$ cat config.mk
export PLATFORM = sky130hd
export DESIGN_NAME = stcIoTop
export DESIGN_NICKNAME = d
export VERILOG_FILES = /design/src/stcIoPkg.sv /design/src/regDecode.sv /design/src/topRegs.sv /design/src/adcFrontEnd.sv /design/src/dacRegs.sv /design/src/dacChannel.sv /design/src/videoSwitch.sv /design/src/stcIoTop.sv
export SDC_FILE = /design/constraint.sdc
export NUM_CORES = 1
export LEC_CHECK = 0
export BUFFER_PORTS_ARGS = -buffer_cell sky130_fd_sc_hd__buf_2
export CAP_MARGIN = 0
export CORE_MARGIN = 4
export CORE_UTILIZATION = 47
export CTS_BUF_LIST = sky130_fd_sc_hd__clkbuf_8
export DETAILED_ROUTE_END_ITERATION = 6
export HOLD_SLACK_MARGIN = 0.12
export PLACE_DENSITY = 0.71
export SETUP_SLACK_MARGIN = 0.5
export SYNTH_ARGS = -nofsm -noshare
export SYNTH_HDL_FRONTEND = slang
export SYNTH_SLANG_ARGS = --single-unit
$ cat constraint.sdc
create_clock -name clk -period 3.9 [get_ports clk]
set_clock_uncertainty 0.05 [all_clocks]
set_input_delay 0.195 -clock clk [delete_from_list [all_inputs] [get_ports clk]]
set_output_delay 0.195 -clock clk [all_outputs]
set_load 0.05 [all_outputs]
$ cat src/stcIoPkg.sv
`default_nettype none

package stcIoPkg;

    // ************************************************************************
    // Bus and data types
    // ************************************************************************

    typedef logic [31:0] busData_t;

    // One processor bus cycle, already in the clk domain
    typedef struct packed {
        logic        cs;
        logic        rd;
        logic [3:0]  wrEn;          // Byte lanes
        logic [11:0] addr;          // Byte address
        busData_t    wrData;
    } regBus_t;

    typedef logic signed [17:0] sample_t;
    typedef logic [13:0]        dacWord_t;     // Offset binary
    typedef logic [13:0]        adcWord_t;     // Offset binary
    typedef logic [1:0]         vidSelect_t;

    // Code 3 is unassigned and plays out as zero
    typedef enum logic [1:0] {
        SrcZero = 2'd0,
        SrcAdc  = 2'd1,
        SrcTest = 2'd2
    } dacSource_t;

    // ************************************************************************
    // Address map
    // ************************************************************************

    // Compared against addr[11:4]
    localparam logic [7:0] SpaceTop   = 8'h00;
    localparam logic [7:0] SpaceVideo = 8'h01;
    localparam logic [7:0] SpaceDac0  = 8'h10;    // Channel n at SpaceDac0 + n

    // Word index in addr[3:2]
    localparam logic [1:0] OffVersion   = 2'd0;
    localparam logic [1:0] OffScratch   = 2'd1;
    localparam logic [1:0] OffAdcStatus = 2'd2;
    localparam logic [1:0] OffDacSource = 2'd0;
    localparam logic [1:0] OffDacTest   = 2'd1;
    localparam logic [1:0] OffVid0      = 2'd0;
    localparam logic [1:0] OffVid1      = 2'd1;

    localparam dacWord_t DacMidscale = 14'h2000;

    // Merge the enabled write bytes into a register word
    function automatic busData_t applyLanes(busData_t cur, busData_t wrData,
                                            logic [3:0] lanes);
        busData_t result;
        result = cur;
        for (int b = 0; b < 4; b++) begin
            if (lanes[b]) begin
                result[8*b +: 8] = wrData[8*b +: 8];
            end
        end
        return result;
    endfunction

endpackage

`default_nettype wire

$ cat src/regDecode.sv
`default_nettype none

module regDecode #(
    parameter int NumDacs = 2
) (
    input  stcIoPkg::regBus_t                bus,
    input  stcIoPkg::busData_t               topRd,
    input  stcIoPkg::busData_t               videoRd,
    input  stcIoPkg::busData_t [NumDacs-1:0] dacRd,
    output logic                             topSel,
    output logic                             videoSel,
    output logic [NumDacs-1:0]               dacSel,
    output stcIoPkg::busData_t               rdData
);
    import stcIoPkg::*;

    logic [7:0] space;

    assign space = bus.addr[11:4];

    // Space selects, qualified by chip select
    always_comb begin
        topSel   = bus.cs && (space == SpaceTop);
        videoSel = bus.cs && (space == SpaceVideo);
        for (int n = 0; n < NumDacs; n++) begin
            dacSel[n] = bus.cs && (space == SpaceDac0 + 8'(n));
        end
    end

    // Read data mux
    always_comb begin
        rdData = '0;                // Unmapped or idle reads return zero
        if (bus.rd) begin
            if (topSel) begin
                rdData = topRd;
            end
            if (videoSel) begin
                rdData = videoRd;
            end
            for (int n = 0; n < NumDacs; n++) begin
                if (dacSel[n]) begin
                    rdData = dacRd[n];
                end
            end
        end
    end

endmodule

`default_nettype wire

$ cat src/topRegs.sv
`default_nettype none

module topRegs #(
    parameter logic [15:0] VersionNumber = 16'd671
) (
    input  logic               clk,
    input  logic               rst,
    input  stcIoPkg::regBus_t  bus,
    input  logic               sel,
    input  logic               adcOverflow,
    output stcIoPkg::busData_t rdData,
    output logic               overflowClear
);
    import stcIoPkg::*;

    busData_t   scratch;
    logic       wrHit;
    logic [1:0] offset;

    assign wrHit  = sel && (|bus.wrEn);
    assign offset = bus.addr[3:2];

    always_ff @(posedge clk) begin
        if (rst) begin
            scratch       <= '0;
            overflowClear <= 1'b0;
        end else begin
            if (wrHit && (offset == OffScratch)) begin
                scratch <= applyLanes(scratch, bus.wrData, bus.wrEn);
            end
            // Write 1 to status bit 0 clears the sticky flag
            overflowClear <= wrHit && (offset == OffAdcStatus)
                             && bus.wrEn[0] && bus.wrData[0];
        end
    end

    always_comb begin
        case (offset)
            OffVersion:   rdData = {16'h0000, VersionNumber};   // Read only
            OffScratch:   rdData = scratch;
            OffAdcStatus: rdData = {31'b0, adcOverflow};
            default:      rdData = '0;
        endcase
    end

endmodule

`default_nettype wire

$ cat src/adcFrontEnd.sv
`default_nettype none

module adcFrontEnd (
    input  logic               clk,
    input  logic               rst,
    input  stcIoPkg::adcWord_t adc0,
    input  logic               adc0Overflow,
    input  logic               overflowClear,
    output stcIoPkg::sample_t  adcSample,
    output logic               adcOverflow
);
    import stcIoPkg::*;

    adcWord_t adcReg;

    // Reclock, then offset binary to signed, left justified in 18 bits
    always_ff @(posedge clk) begin
        adcReg    <= adc0;
        adcSample <= $signed({~adcReg[13], adcReg[12:0], 4'b0000});
    end

    // Sticky overflow flag
    always_ff @(posedge clk) begin
        if (rst) begin
            adcOverflow <= 1'b0;
        end else if (overflowClear) begin
            adcOverflow <= 1'b0;        // Clear beats a simultaneous set
        end else if (adc0Overflow) begin
            adcOverflow <= 1'b1;
        end
    end

endmodule

`default_nettype wire

$ cat src/dacRegs.sv
`default_nettype none

module dacRegs (
    input  logic                 clk,
    input  logic                 rst,
    input  stcIoPkg::regBus_t    bus,
    input  logic                 sel,
    output stcIoPkg::busData_t   rdData,
    output stcIoPkg::dacSource_t source,
    output stcIoPkg::sample_t    testValue
);
    import stcIoPkg::*;

    logic       wrHit;
    logic [1:0] offset;
    busData_t   sourceWord;
    busData_t   testWord;
    busData_t   srcMerged;
    busData_t   testMerged;

    assign wrHit      = sel && (|bus.wrEn);
    assign offset     = bus.addr[3:2];
    assign sourceWord = {30'b0, source};
    assign testWord   = {14'b0, testValue};       // Reads back zero extended
    assign srcMerged  = applyLanes(sourceWord, bus.wrData, bus.wrEn);
    assign testMerged = applyLanes(testWord, bus.wrData, bus.wrEn);

    always_ff @(posedge clk) begin
        if (rst) begin
            source    <= SrcZero;
            testValue <= '0;
        end else if (wrHit) begin
            if (offset == OffDacSource) begin
                source <= dacSource_t'(srcMerged[1:0]);
            end
            if (offset == OffDacTest) begin
                testValue <= $signed(testMerged[17:0]);
            end
        end
    end

    always_comb begin
        case (offset)
            OffDacSource: rdData = sourceWord;
            OffDacTest:   rdData = testWord;
            default:      rdData = '0;
        endcase
    end

endmodule

`default_nettype wire

$ cat src/dacChannel.sv
`default_nettype none

module dacChannel (
    input  logic                 clk,
    input  logic                 rst,
    input  stcIoPkg::dacSource_t source,
    input  stcIoPkg::sample_t    testValue,
    input  stcIoPkg::sample_t    adcSample,
    output stcIoPkg::dacWord_t   dacData
);
    import stcIoPkg::*;

    sample_t selSample;

    always_ff @(posedge clk) begin
        if (rst) begin
            selSample <= '0;
            dacData   <= DacMidscale;
        end else begin
            case (source)
                SrcAdc:  selSample <= adcSample;
                SrcTest: selSample <= testValue;
                default: selSample <= '0;           // Zero and unused code 3
            endcase
            // Back to offset binary, top 14 bits
            dacData <= {~selSample[17], selSample[16:4]};
        end
    end

endmodule

`default_nettype wire

$ cat src/videoSwitch.sv
`default_nettype none

module videoSwitch (
    input  logic                 clk,
    input  logic                 rst,
    input  stcIoPkg::regBus_t    bus,
    input  logic                 sel,
    output stcIoPkg::busData_t   rdData,
    output stcIoPkg::vidSelect_t video0InSelect,
    output stcIoPkg::vidSelect_t video0OutSelect,
    output stcIoPkg::vidSelect_t video1InSelect,
    output stcIoPkg::vidSelect_t video1OutSelect
);
    import stcIoPkg::*;

    vidSelect_t vid0;
    vidSelect_t vid1;
    logic [1:0] offset;

    // Out select lines are crossed on the board, 01 and 10 trade places.
    // For a 2-bit code that is a plain bit reversal.
    function automatic vidSelect_t layoutSwap(vidSelect_t code);
        return {code[0], code[1]};
    endfunction

    assign offset = bus.addr[3:2];

    always_ff @(posedge clk) begin
        if (rst) begin
            vid0 <= '0;
            vid1 <= '0;
        end else if (sel && bus.wrEn[0]) begin     // Code lives in byte 0
            if (offset == OffVid0) begin
                vid0 <= bus.wrData[1:0];
            end
            if (offset == OffVid1) begin
                vid1 <= bus.wrData[1:0];
            end
        end
    end

    assign video0InSelect  = vid0;
    assign video1InSelect  = vid1;
    assign video0OutSelect = layoutSwap(vid0);
    assign video1OutSelect = layoutSwap(vid1);

    always_comb begin
        case (offset)
            OffVid0: rdData = {30'b0, vid0};
            OffVid1: rdData = {30'b0, vid1};
            default: rdData = '0;
        endcase
    end

endmodule

`default_nettype wire

$ cat src/stcIoTop.sv
`default_nettype none

module stcIoTop #(
    parameter logic [15:0] VersionNumber = 16'd671,
    parameter int          NumDacs       = 2
) (
    input  logic                 clk,
    input  logic                 rst,
    input  stcIoPkg::regBus_t    bus,
    output stcIoPkg::busData_t   rdData,
    input  stcIoPkg::adcWord_t   adc0,
    input  logic                 adc0Overflow,
    output stcIoPkg::dacWord_t   dac0Data,
    output stcIoPkg::dacWord_t   dac1Data,
    output stcIoPkg::vidSelect_t video0InSelect,
    output stcIoPkg::vidSelect_t video0OutSelect,
    output stcIoPkg::vidSelect_t video1InSelect,
    output stcIoPkg::vidSelect_t video1OutSelect
);
    import stcIoPkg::*;

    logic                   topSel;
    logic                   videoSel;
    logic [NumDacs-1:0]     dacSel;
    busData_t               topRd;
    busData_t               videoRd;
    busData_t [NumDacs-1:0] dacRd;
    sample_t                adcSample;
    logic                   adcOverflow;
    logic                   overflowClear;
    dacWord_t [NumDacs-1:0] dacData;

    // ************************************************************************
    // Register bus
    // ************************************************************************

    regDecode #(.NumDacs(NumDacs)) uDecode (
        .bus(bus), .topRd(topRd), .videoRd(videoRd), .dacRd(dacRd),
        .topSel(topSel), .videoSel(videoSel), .dacSel(dacSel),
        .rdData(rdData)
    );

    topRegs #(.VersionNumber(VersionNumber)) uTopRegs (
        .clk(clk), .rst(rst), .bus(bus), .sel(topSel),
        .adcOverflow(adcOverflow), .rdData(topRd),
        .overflowClear(overflowClear)
    );

    videoSwitch uVideo (
        .clk(clk), .rst(rst), .bus(bus), .sel(videoSel), .rdData(videoRd),
        .video0InSelect(video0InSelect), .video0OutSelect(video0OutSelect),
        .video1InSelect(video1InSelect), .video1OutSelect(video1OutSelect)
    );

    // ************************************************************************
    // Data path
    // ************************************************************************

    adcFrontEnd uAdc (
        .clk(clk), .rst(rst), .adc0(adc0), .adc0Overflow(adc0Overflow),
        .overflowClear(overflowClear), .adcSample(adcSample),
        .adcOverflow(adcOverflow)
    );

    for (genvar i = 0; i < NumDacs; i++) begin : gDac
        dacSource_t source;
        sample_t    testValue;

        dacRegs uRegs (
            .clk(clk), .rst(rst), .bus(bus), .sel(dacSel[i]),
            .rdData(dacRd[i]), .source(source), .testValue(testValue)
        );

        dacChannel uChan (
            .clk(clk), .rst(rst), .source(source), .testValue(testValue),
            .adcSample(adcSample), .dacData(dacData[i])
        );
    end

    assign dac0Data = dacData[0];
    assign dac1Data = dacData[1];

endmodule

`default_nettype wire

==> results of run 1 <==
[worst paths after layout]
path | start | endpoint | slack [ns] | cells after the start
max | bus[36] | rdData[21] | 1.41 | 6
min | bus[45] | uTopRegs.scratch[14] | 0.18 | 4
max reg2reg | gDac[1].uRegs.source[0] | gDac[1].uChan.selSample[9] | 2.40 | 4
min reg2reg | uAdc.adcReg[4] | uAdc.adcSample[8] | 0.28 | 0
[tightest hold or removal path: stages]
cell and delay, ns:
buf_2 0.13, nand4_4 0.16, mux2i_1 0.10, nor2_1 0.07
[per-layer routing]
metal	track usage	routed length, um
met5	0	0
met2	0.359	7500
met3	0.0487	757
met1	0.254	6290
met4	0.0791	282
[per-stage QoR]
| stage | setup WS [ns] | instances | hold WS (ns) | area, um^2 |
|---|---|---|---|---|
| floorplan | 1.79 | 587 | 0.173 | 6060 |
| global placement | 1.48 | 853 | 0.248 | 6760 |
| detailed placement | 1.46 | 853 | 0.249 | 6760 |
| CTS | 1.46 | 934 | 0.152 | 7660 |
| global route | 1.27 | 934 | 0.185 | 7660 |
| finish | 1.41 | 934 | 0.183 | 7660 |
[power by group]
| part | total, mW | leakage [nW] | switching, mW | internal [mW] |
|---|---|---|---|---|
| clock | 1.25 | 0.215 | 0.639 | 0.608 |
| combinational | 0.148 | 2.01 | 0.0763 | 0.0717 |
| sequential | 1.68 | 1.32 | 0.00718 | 1.67 |
| total | 3.07 | 3.54 | 0.723 | 2.35 |
[final cells by class]
type	instances	area [um^2]
clock buffer	18	248
clock inverter	14	165
fill	1072	4960
inverter	5	18.8
multi-input combinational	380	2600
sequential	162	3240
tap	172	215
timing repair buffer	183	1170
[cell families (layout without fill, tap and decap cells)]
group                    Yosys count  count (layout)  synth area share
flip-flops                       162             162             0.535
AND/OR/NAND/NOR                  227             227             0.203
multiplexers                      88              88             0.145
AO/OA/AOI/OAI                     61              61            0.0714
adder cells (fa/ha/maj)            4               4           0.00825
buffers and inverters             45             220            0.0369
[flip-flops by register name, summed over array words and instances (netlist names)]
name and flops:
gDac.uChan.dacData 28, gDac.uChan.selSample 28, gDac.uRegs.source 4, gDac.uRegs.testValue 36, uAdc.adcOverflow 1, uAdc.adcReg 14
uAdc.adcSample 14, uTopRegs.overflowClear 1, uTopRegs.scratch 32, uVideo.video0InSelect 2, uVideo.video1InSelect 2
[timing repair]
action / 4_1_cts / 5_1_grt
endpoints found under the hold margin: 92 / 0
endpoints found under the setup margin: 0 / 0
hold buffers: 49 / 0
buffers inserted: 0 / 0
[cells in the mapped netlist (2+ instances only)]
cell type and count:
dfxtp_1 162, nor2_1 116, mux2i_1 88, a22oi_1 34
nor2b_1 34, and2_1 21, clkbuf_1 21, buf_2 10
a21oi_1 9, nand2b_1 7, nand3_1 7, a22o_1 6
buf_4 5, inv_1 5, nand2_1 5, nand4_1 5
o22ai_1 5, ha_1 4, nand4_2 4, nor3_1 4
buf_6 3, nand4_4 3, nor3b_1 3, o21ai_0 3
and4_1 2, nand3b_1 2, nor2_2 2, o31ai_1 2
or2_2 2
==> impl_metrics.ini, run 1 <==
[layout]
final_util = 0.607
layout_common_cells = dfxtp_1, buf_2, nor2_1, mux2i_1, dlygate4sd3_1
layout.cells.most_common = dfxtp_1
antennaDiodeCount = 0
nets = 820
drive_gt1_frac = 0.235
area_growth_pct = 26.3

[clocking]
clk_path_buf_depth = 2
numCtsBuffers = 17
cts_htree_levels = 4
clock-sinks = 162
cts_tree = built
cts_resized = 0
clkTransAtPathRegs_ns = 0.09
clock-root-buffer = clkbuf_8
clkLatencyLatePin_ns = 0.45

[floorplan]
die-height_um = 122
core_um2 = 12600
pin_count = 135
dieArea_um2 = 14800
die_w_um = 122
rows = 41
start_util = 0.481

[logic_synthesis]
syn-cell-area_um2 = 6060
yosysSeqAreaShare = 0.535
synth_top_area_frac = 0.535
syn-num-nets = 658
ys_async_sr_fraction = 0
synth_area_leader_cell = dfxtp_1
syn_area_per_cell_um2 = 10.3
ys.flop_type = dfxtp_1
synth.distinct_cells = 42
synth_top_cells_by_area = dfxtp_1, mux2i_1, nor2_1, a22oi_1, nor2b_1
yosys_warnings = 0
synth_seq_cells = 162
syn_inst = 587
synth_edf_count = 0

[detailed_routing]
vias_per_cell = 5.10
drt-total-wl_um = 14800
detail_route.first_pass.iterations = 5
vias = 4759
ant_nets = 0
avgRoutedWirePerCell_um = 15.9
first_iter_violations = 317
drc = 0

[worst_setup_path]
crit_required_ns = 3.65
crit_top_cell = buf_2
critPathKind = in2out
crit_family = simple AND/OR/NAND/NOR gates
cp_max_fo = 24
critical_path.max_stage_delay_ns = 0.62
arrival_ns = 2.24
critical_path.slowest_cell = nor2_1
cp-end-kind = output pin
crit_buf_inv = 2
path_cells = buf_2 > nor2_1 > nand3_1 > nor2_2 > and2_1 > buf_2
startpoint_type = input pin

[grt]
antenna_found_initial = 0
grt_max_degree = 111
grt_pass1_wl_um = 24100
grt_util_all_layers = 0.209
grt_pass1_vias = 4904
grt_overflow_total = 0

[power_and_ir_drop]
p_leak_nw = 3.54
power_mw = 3.07
vdd_drop_max_mv = 0.302
p_per_area_nw_per_um2 = 401

[placed_design]
finalWeightedCongestion = 0.800
hpwl_um = 10200
io_buffer_count = 132

[timing]
min_period_ns = 2.49
fin_crit_sh = 0.638
setup_total_negative_slack_ns = 0
worst_pin_slew_ns = 1.07
finalSetupViolations = 0
maxSlewViolCount = 0
fmax_ghz = 0.402
rsz0062_at_grt = no
slew_headroom = 0.285
finalHoldViolCount = 0

[worst_hold_path]
hold_path.class = in2reg

[outcome]
status = finished, final reports clean

[job]
drv_cap = 0
No activity file was read; power rests on OpenSTA's default activity.
==> run 2: changes to the inputs <==
--- a/config.mk
+++ b/config.mk
@@ -12,7 +12,7 @@
 export CTS_BUF_LIST = sky130_fd_sc_hd__clkbuf_8
 export DETAILED_ROUTE_END_ITERATION = 6
 export HOLD_SLACK_MARGIN = 0.12
-export PLACE_DENSITY = 0.71
+export PLACE_DENSITY = 0.74
 export SETUP_SLACK_MARGIN = 0.5
 export SYNTH_ARGS = -nofsm -noshare
 export SYNTH_HDL_FRONTEND = slang
==> constraint.sdc (replaced) <==
create_clock -name clk -period 2.14 [get_ports clk]
set_clock_uncertainty 0.05 [all_clocks]
set_input_delay 0.107 -clock clk [delete_from_list [all_inputs] [get_ports clk]]
set_output_delay 0.107 -clock clk [all_outputs]
set_load 0.05 [all_outputs]
==> impl_metrics.ini, run 2 (same netlist as run 1, synthesis figures left out) <==
[outcome]
status = finished, final reports clean

[clocking]
cts_tree = built
cts_htree_levels = 4
clkTransAtPathRegs_ns = 0.08
clock-sinks = 162
clock-root-buffer = clkbuf_8
clk_path_buf_depth = 2
clkLatencyLatePin_ns = 0.44
numCtsBuffers = 17

[detailed_routing]
detail_route.first_pass.iterations = 5
drt-total-wl_um = 15400
ant_nets = 0
drc = 0
avgRoutedWirePerCell_um = 16.0
vias = 4964
vias_per_cell = 5.15
first_iter_violations = 354

[placed_design]
placed_area_um2 = 6970
io_buffer_count = 132
hpwl_um = 10600
finalWeightedCongestion = 0.837

[worst_setup_path]
reg2reg_slack_ns = 0.66
startpoint_type = register
crit_required_ns = 1.98
worst_r2r_path_depth = 5
cp-end-kind = output pin
critPathKind = reg2out
arrival_ns = 1.58
r2r_end = gDac[0].uChan.selSample[14]
cp_max_fo = 2
r2r-start = gDac[0].uRegs.source[0]

[power_and_ir_drop]
p_per_area_nw_per_um2 = 657
p_leak_nw = 3.71
vdd_drop_max_mv = 0.413
p_int_mw = 4.16
p_sw_mw = 1.28
clkPwrFrac = 0.383
p_seq_frac = 0.560
comb_power_share = 0.057
sw_frac_of_total = 0.236

[floorplan]
die_w_um = 122
die-height_um = 122
pin_count = 135
core_um2 = 12600
rows = 41
start_util = 0.481
dieArea_um2 = 14800

[layout]
layout_common_cells = dfxtp_1, nor2_1, buf_2, mux2i_1, dlygate4sd3_1
regMostFlops = gDac.uRegs.testValue
largestRegisters = gDac.uRegs.testValue: 36 flops, uTopRegs.scratch: 32 flops
multi_input_area_um2 = 2800
register_area_um2 = 3280
area_growth_pct = 36.4
largest_reg_flops = 36
layout.cells.most_common = dfxtp_1
nets = 849
final_util = 0.656
stdcell_area_um2 = 8270
drive_gt1_frac = 0.341
nFillCells = 998

[timing]
setup_total_negative_slack_ns = 0
fin_crit_sh = 0.813
fmax_ghz = 0.575
finalHoldViolCount = 0
rsz0062_at_grt = yes
finalSetupViolations = 0
worst_pin_slew_ns = 0.537
slew_headroom = 0.642
maxSlewViolCount = 0
hold_slack_ns = 0.176
min_period_ns = 1.74

[job]
drv_cap = 0

[worst_hold_path]
hp-start = bus[47]
min_to = uTopRegs.scratch[26]
hold_depth = 4
hold_path.class = in2reg

[grt]
grt_pass1_wl_um = 24400
grt_overflow_total = 0
antenna_found_initial = 1
grt_util_all_layers = 0.210
grt_max_degree = 50
grt_pass1_vias = 5079
==> run 2: cell count changes in the layout (fill, tap and decap cells not counted), sizes merged <==
cell         previous run  this run
clkinv                  2         3
bufinv                  2         1
diode                   0         1
dlygate4sd3            49        52
clkinvlp                0         2
nor2                  118       119
clkbuf                 18        21
inv                    15        12
buf                   134       156
==> run 2: cell type report <==
| cell class | instances | area share |
|---|---|---|
| Sequential cell | 162 | 0.396 |
| Timing Repair Buffer | 211 | 0.191 |
| Antenna cell | 1 | 0.000302 |
| Inverter | 5 | 0.00227 |
| Tap cell | 172 | 0.0260 |
| Clock buffer | 18 | 0.0299 |
| Clock inverter | 13 | 0.0153 |
| Multi-Input combinational cell | 381 | 0.339 |
==> run 2: worst max path at each step <==
stage                                           from          to  slack, ns  cells after the start
after floorplan                              bus[38]  rdData[10]       0.48                      5
after global placement                       bus[38]  rdData[22]       0.31                      7
after detailed placement                     bus[38]  rdData[23]       0.26                      7
after CTS                   uVideo.video0InSelect[1]   rdData[1]       0.36                      4
after global routing        uVideo.video1InSelect[0]   rdData[0]       0.31                      5
final                     gDac[0].uRegs.testValue[1]   rdData[1]       0.40                      4
==> run 2: repair_timing <==
item	CTS	global route
cloned	1	1
endpoints found under the hold margin	92	0
hold buffers	52	0
gates resized for setup	44	86
buffers inserted	4	4
endpoints found under the setup margin	32	33
pin swaps	5	10
==> run 2: power by group through the flow <==
| stage | clock network [mW] | logic [mW] | registers, mW |
|---|---|---|---|
| 2_1_floorplan | 0 | 0.102 | 3.12 |
| 3_5_place_dp | 0 | 0.218 | 3.12 |
| 5_1_grt | 2.27 | 0.332 | 3.05 |
| 6_report | 2.08 | 0.310 | 3.05 |
| 3_3_place_gp | 0 | 0.213 | 3.12 |
| 4_1_cts | 2.13 | 0.297 | 3.05 |
==> run 2: per-layer routing <==
| layer | global-route usage | vias to the layer above | share of wire |
|---|---|---|---|
| met4 | 0.0742 | 0 | 0.016 |
| met1 | 0.242 | 2391 | 0.40 |
| met2 | 0.378 | 157 | 0.53 |
| li1 | - | 2394 | - |
| met5 | 0 | - | 0 |
| met3 | 0.0543 | 22 | 0.050 |
==> run 2: metrics by stage <==
| step | setup slack, ns | power [mW] | cells |
|---|---|---|---|
| CTS | 0.359 | 5.48 | 957 |
| detailed placement | 0.256 | 3.34 | 869 |
| global placement | 0.309 | 3.34 | 869 |
| global route | 0.311 | 5.65 | 963 |
| finish | 0.401 | 5.44 | 963 |
| floorplan | 0.480 | 3.22 | 587 |
==> run 2: worst max-delay path, stage by stage, from the launching register on <==
cell and delay (ns):
dfxtp_1 0.32, mux2i_1 0.17, nor4b_1 0.08, o311a_2 0.41, buf_8 0.16
==> run 3: changes to the inputs <==
--- a/config.mk
+++ b/config.mk
@@ -12,7 +12,7 @@
 export CTS_BUF_LIST = sky130_fd_sc_hd__clkbuf_8
 export DETAILED_ROUTE_END_ITERATION = 6
 export HOLD_SLACK_MARGIN = 0.12
-export PLACE_DENSITY = 0.74
+export PLACE_DENSITY = 0.71
 export SETUP_SLACK_MARGIN = 0.5
 export SYNTH_ARGS = -nofsm -noshare
 export SYNTH_HDL_FRONTEND = slang
==> constraint.sdc (replaced) <==
create_clock -name clk -period 1.7 [get_ports clk]
set_clock_uncertainty 0.05 [all_clocks]
set_input_delay 0.085 -clock clk [delete_from_list [all_inputs] [get_ports clk]]
set_output_delay 0.085 -clock clk [all_outputs]
set_load 0.05 [all_outputs]
==> impl_metrics.ini, run 3 (same netlist as run 1, synthesis figures left out) <==
[placed_design]
hpwl_um = 10700
io_buffer_count = 132
finalWeightedCongestion = 0.840
placed_area_um2 = 7220

[detailed_routing]
vias = 5279
drt-total-wl_um = 17700
drc = 0
avgRoutedWirePerCell_um = 17.5
vias_per_cell = 5.22
ant_nets = 0
detail_route.first_pass.iterations = 5
first_iter_violations = 337

[timing]
worst_pin_slew_ns = 1.01
setup_slack_ns = -0.0925
finalSetupViolations = 3
finalHoldViolCount = 0
fin_crit_sh = 1.05
setup_total_negative_slack_ns = -0.103
fmax_ghz = 0.558
slew_headroom = 0.326
rsz0062_at_grt = yes
min_period_ns = 1.79
maxSlewViolCount = 0

[clocking]
clock-root-buffer = clkbuf_8
cts_htree_levels = 4
numCtsBuffers = 17
clk_path_buf_depth = 2
cts_tree = built
clkTransAtPathRegs_ns = 0.09
clkLatencyLatePin_ns = 0.46
clock-sinks = 162

[layout]
layout.cells.most_common = dfxtp_1
final_util = 0.751
layout_common_cells = dfxtp_1, nor2_1, mux2i_1, buf_2, buf_4
largest_reg_flops = 36
largestRegisters = gDac.uRegs.testValue: 36 flops, uTopRegs.scratch: 32 flops
register_area_um2 = 3300
drive_gt1_frac = 0.469
nFillCells = 824
antennaDiodeCount = 0
multi_input_area_um2 = 3200
area_growth_pct = 56.3
stdcell_area_um2 = 9480
regMostFlops = gDac.uRegs.testValue
nets = 898

[power_and_ir_drop]
p_seq_frac = 0.545
power_mw = 7.04
vdd_drop_max_mv = 0.729
clkPwrFrac = 0.390
comb_power_share = 0.065
sw_frac_of_total = 0.248
p_sw_mw = 1.74
p_per_area_nw_per_um2 = 743
p_int_mw = 5.30
p_leak_nw = 4.08

[grt]
grt_pass1_wl_um = 26800
grt_overflow_total = 0
grt_pass1_vias = 5476
grt_max_degree = 48
antenna_found_initial = 0
grt_util_all_layers = 0.234

[outcome]
violations = setup timing
status = finished, violations left

[floorplan]
pin_count = 135
die-height_um = 122
die_w_um = 122
dieArea_um2 = 14800
core_um2 = 12600
rows = 41
start_util = 0.481

[worst_setup_path]
cp-end-kind = output pin
critPathKind = reg2out
startpoint_type = register
cp_max_fo = 4
crit_required_ns = 1.56
reg2reg_slack_ns = 0.33
arrival_ns = 1.66

[worst_hold_path]
hold_path.class = in2reg

[job]
drv_cap = 0
-- run 3: changes by cell type in the layout (fill, tap and decap cells not counted), moves of 10 or more --
cell      delta
and2_4      +12
nor2_1      -21
buf_6       +10
buf_8       +24
clkbuf_4    +12
a22oi_2     +13
dfxtp_2     +16
buf_2       -31
dfxtp_1     -17
buf_4       +22
a22oi_1     -13
nor2_4      +13
-- run 3: power groups by stage --
stage / clock network, mW / logic, mW / registers, mW
after detailed placement: 0 / 0.298 / 3.93
final: 2.75 / 0.459 / 3.84
after global routing: 2.94 / 0.487 / 3.84
after global placement: 0 / 0.292 / 3.93
after floorplan: 0 / 0.135 / 3.92
after CTS: 2.80 / 0.426 / 3.83
-- run 3: timing repair --
action,CTS,global route
gates resized for setup,198,89
setup endpoints to repair,76,145
setup buffers,26,11
cloned,3,0
pin swaps,36,40
endpoints found under the hold margin,92,2
hold buffers,56,1
-- run 3: per-stage QoR --
stage / hold slack (ns) / instances / setup slack, ns
3_5_place_dp: 0.139 / 883 / 0.0121
6_report: 0.114 / 1012 / -0.0925
4_1_cts: 0.0868 / 1000 / -0.101
5_1_grt: 0.104 / 1012 / -0.172
3_3_place_gp: 0.138 / 883 / 0.0276
2_1_floorplan: 0.0627 / 587 / 0.206
-- run 3: path summary, 6_finish.rpt --
path,depth (start not counted),startpoint,endpoint
worst min register to register,0,uAdc.adcReg[8],uAdc.adcSample[12]
worst min-delay path,6,bus[38],uTopRegs.overflowClear
worst max register to register,6,gDac[1].uRegs.source[0],gDac[1].uChan.selSample[16]
worst max-delay path,4,uVideo.video0InSelect[1],rdData[1]
-- run 3: final cells by class --
cell class,count,area share
Sequential cell,162,0.348
Multi-Input combinational cell,382,0.338
Timing Repair Buffer,259,0.247
Clock buffer,18,0.0261
Tap cell,172,0.0227
Clock inverter,14,0.0153
Inverter,5,0.00251
-- run 3: routing by layer --
metal  wire [um]  global-route usage
met4         634               0.101
met3        1010              0.0520
met1        6820               0.264
met2        9260               0.422
met5           0                   0
-- run 3: critical path: stages (launching register included) --
cell,delay [ns]
dfxtp_4,0.36
nor3b_1,0.25
a2111oi_2,0.08
o311a_2,0.35
buf_6,0.16
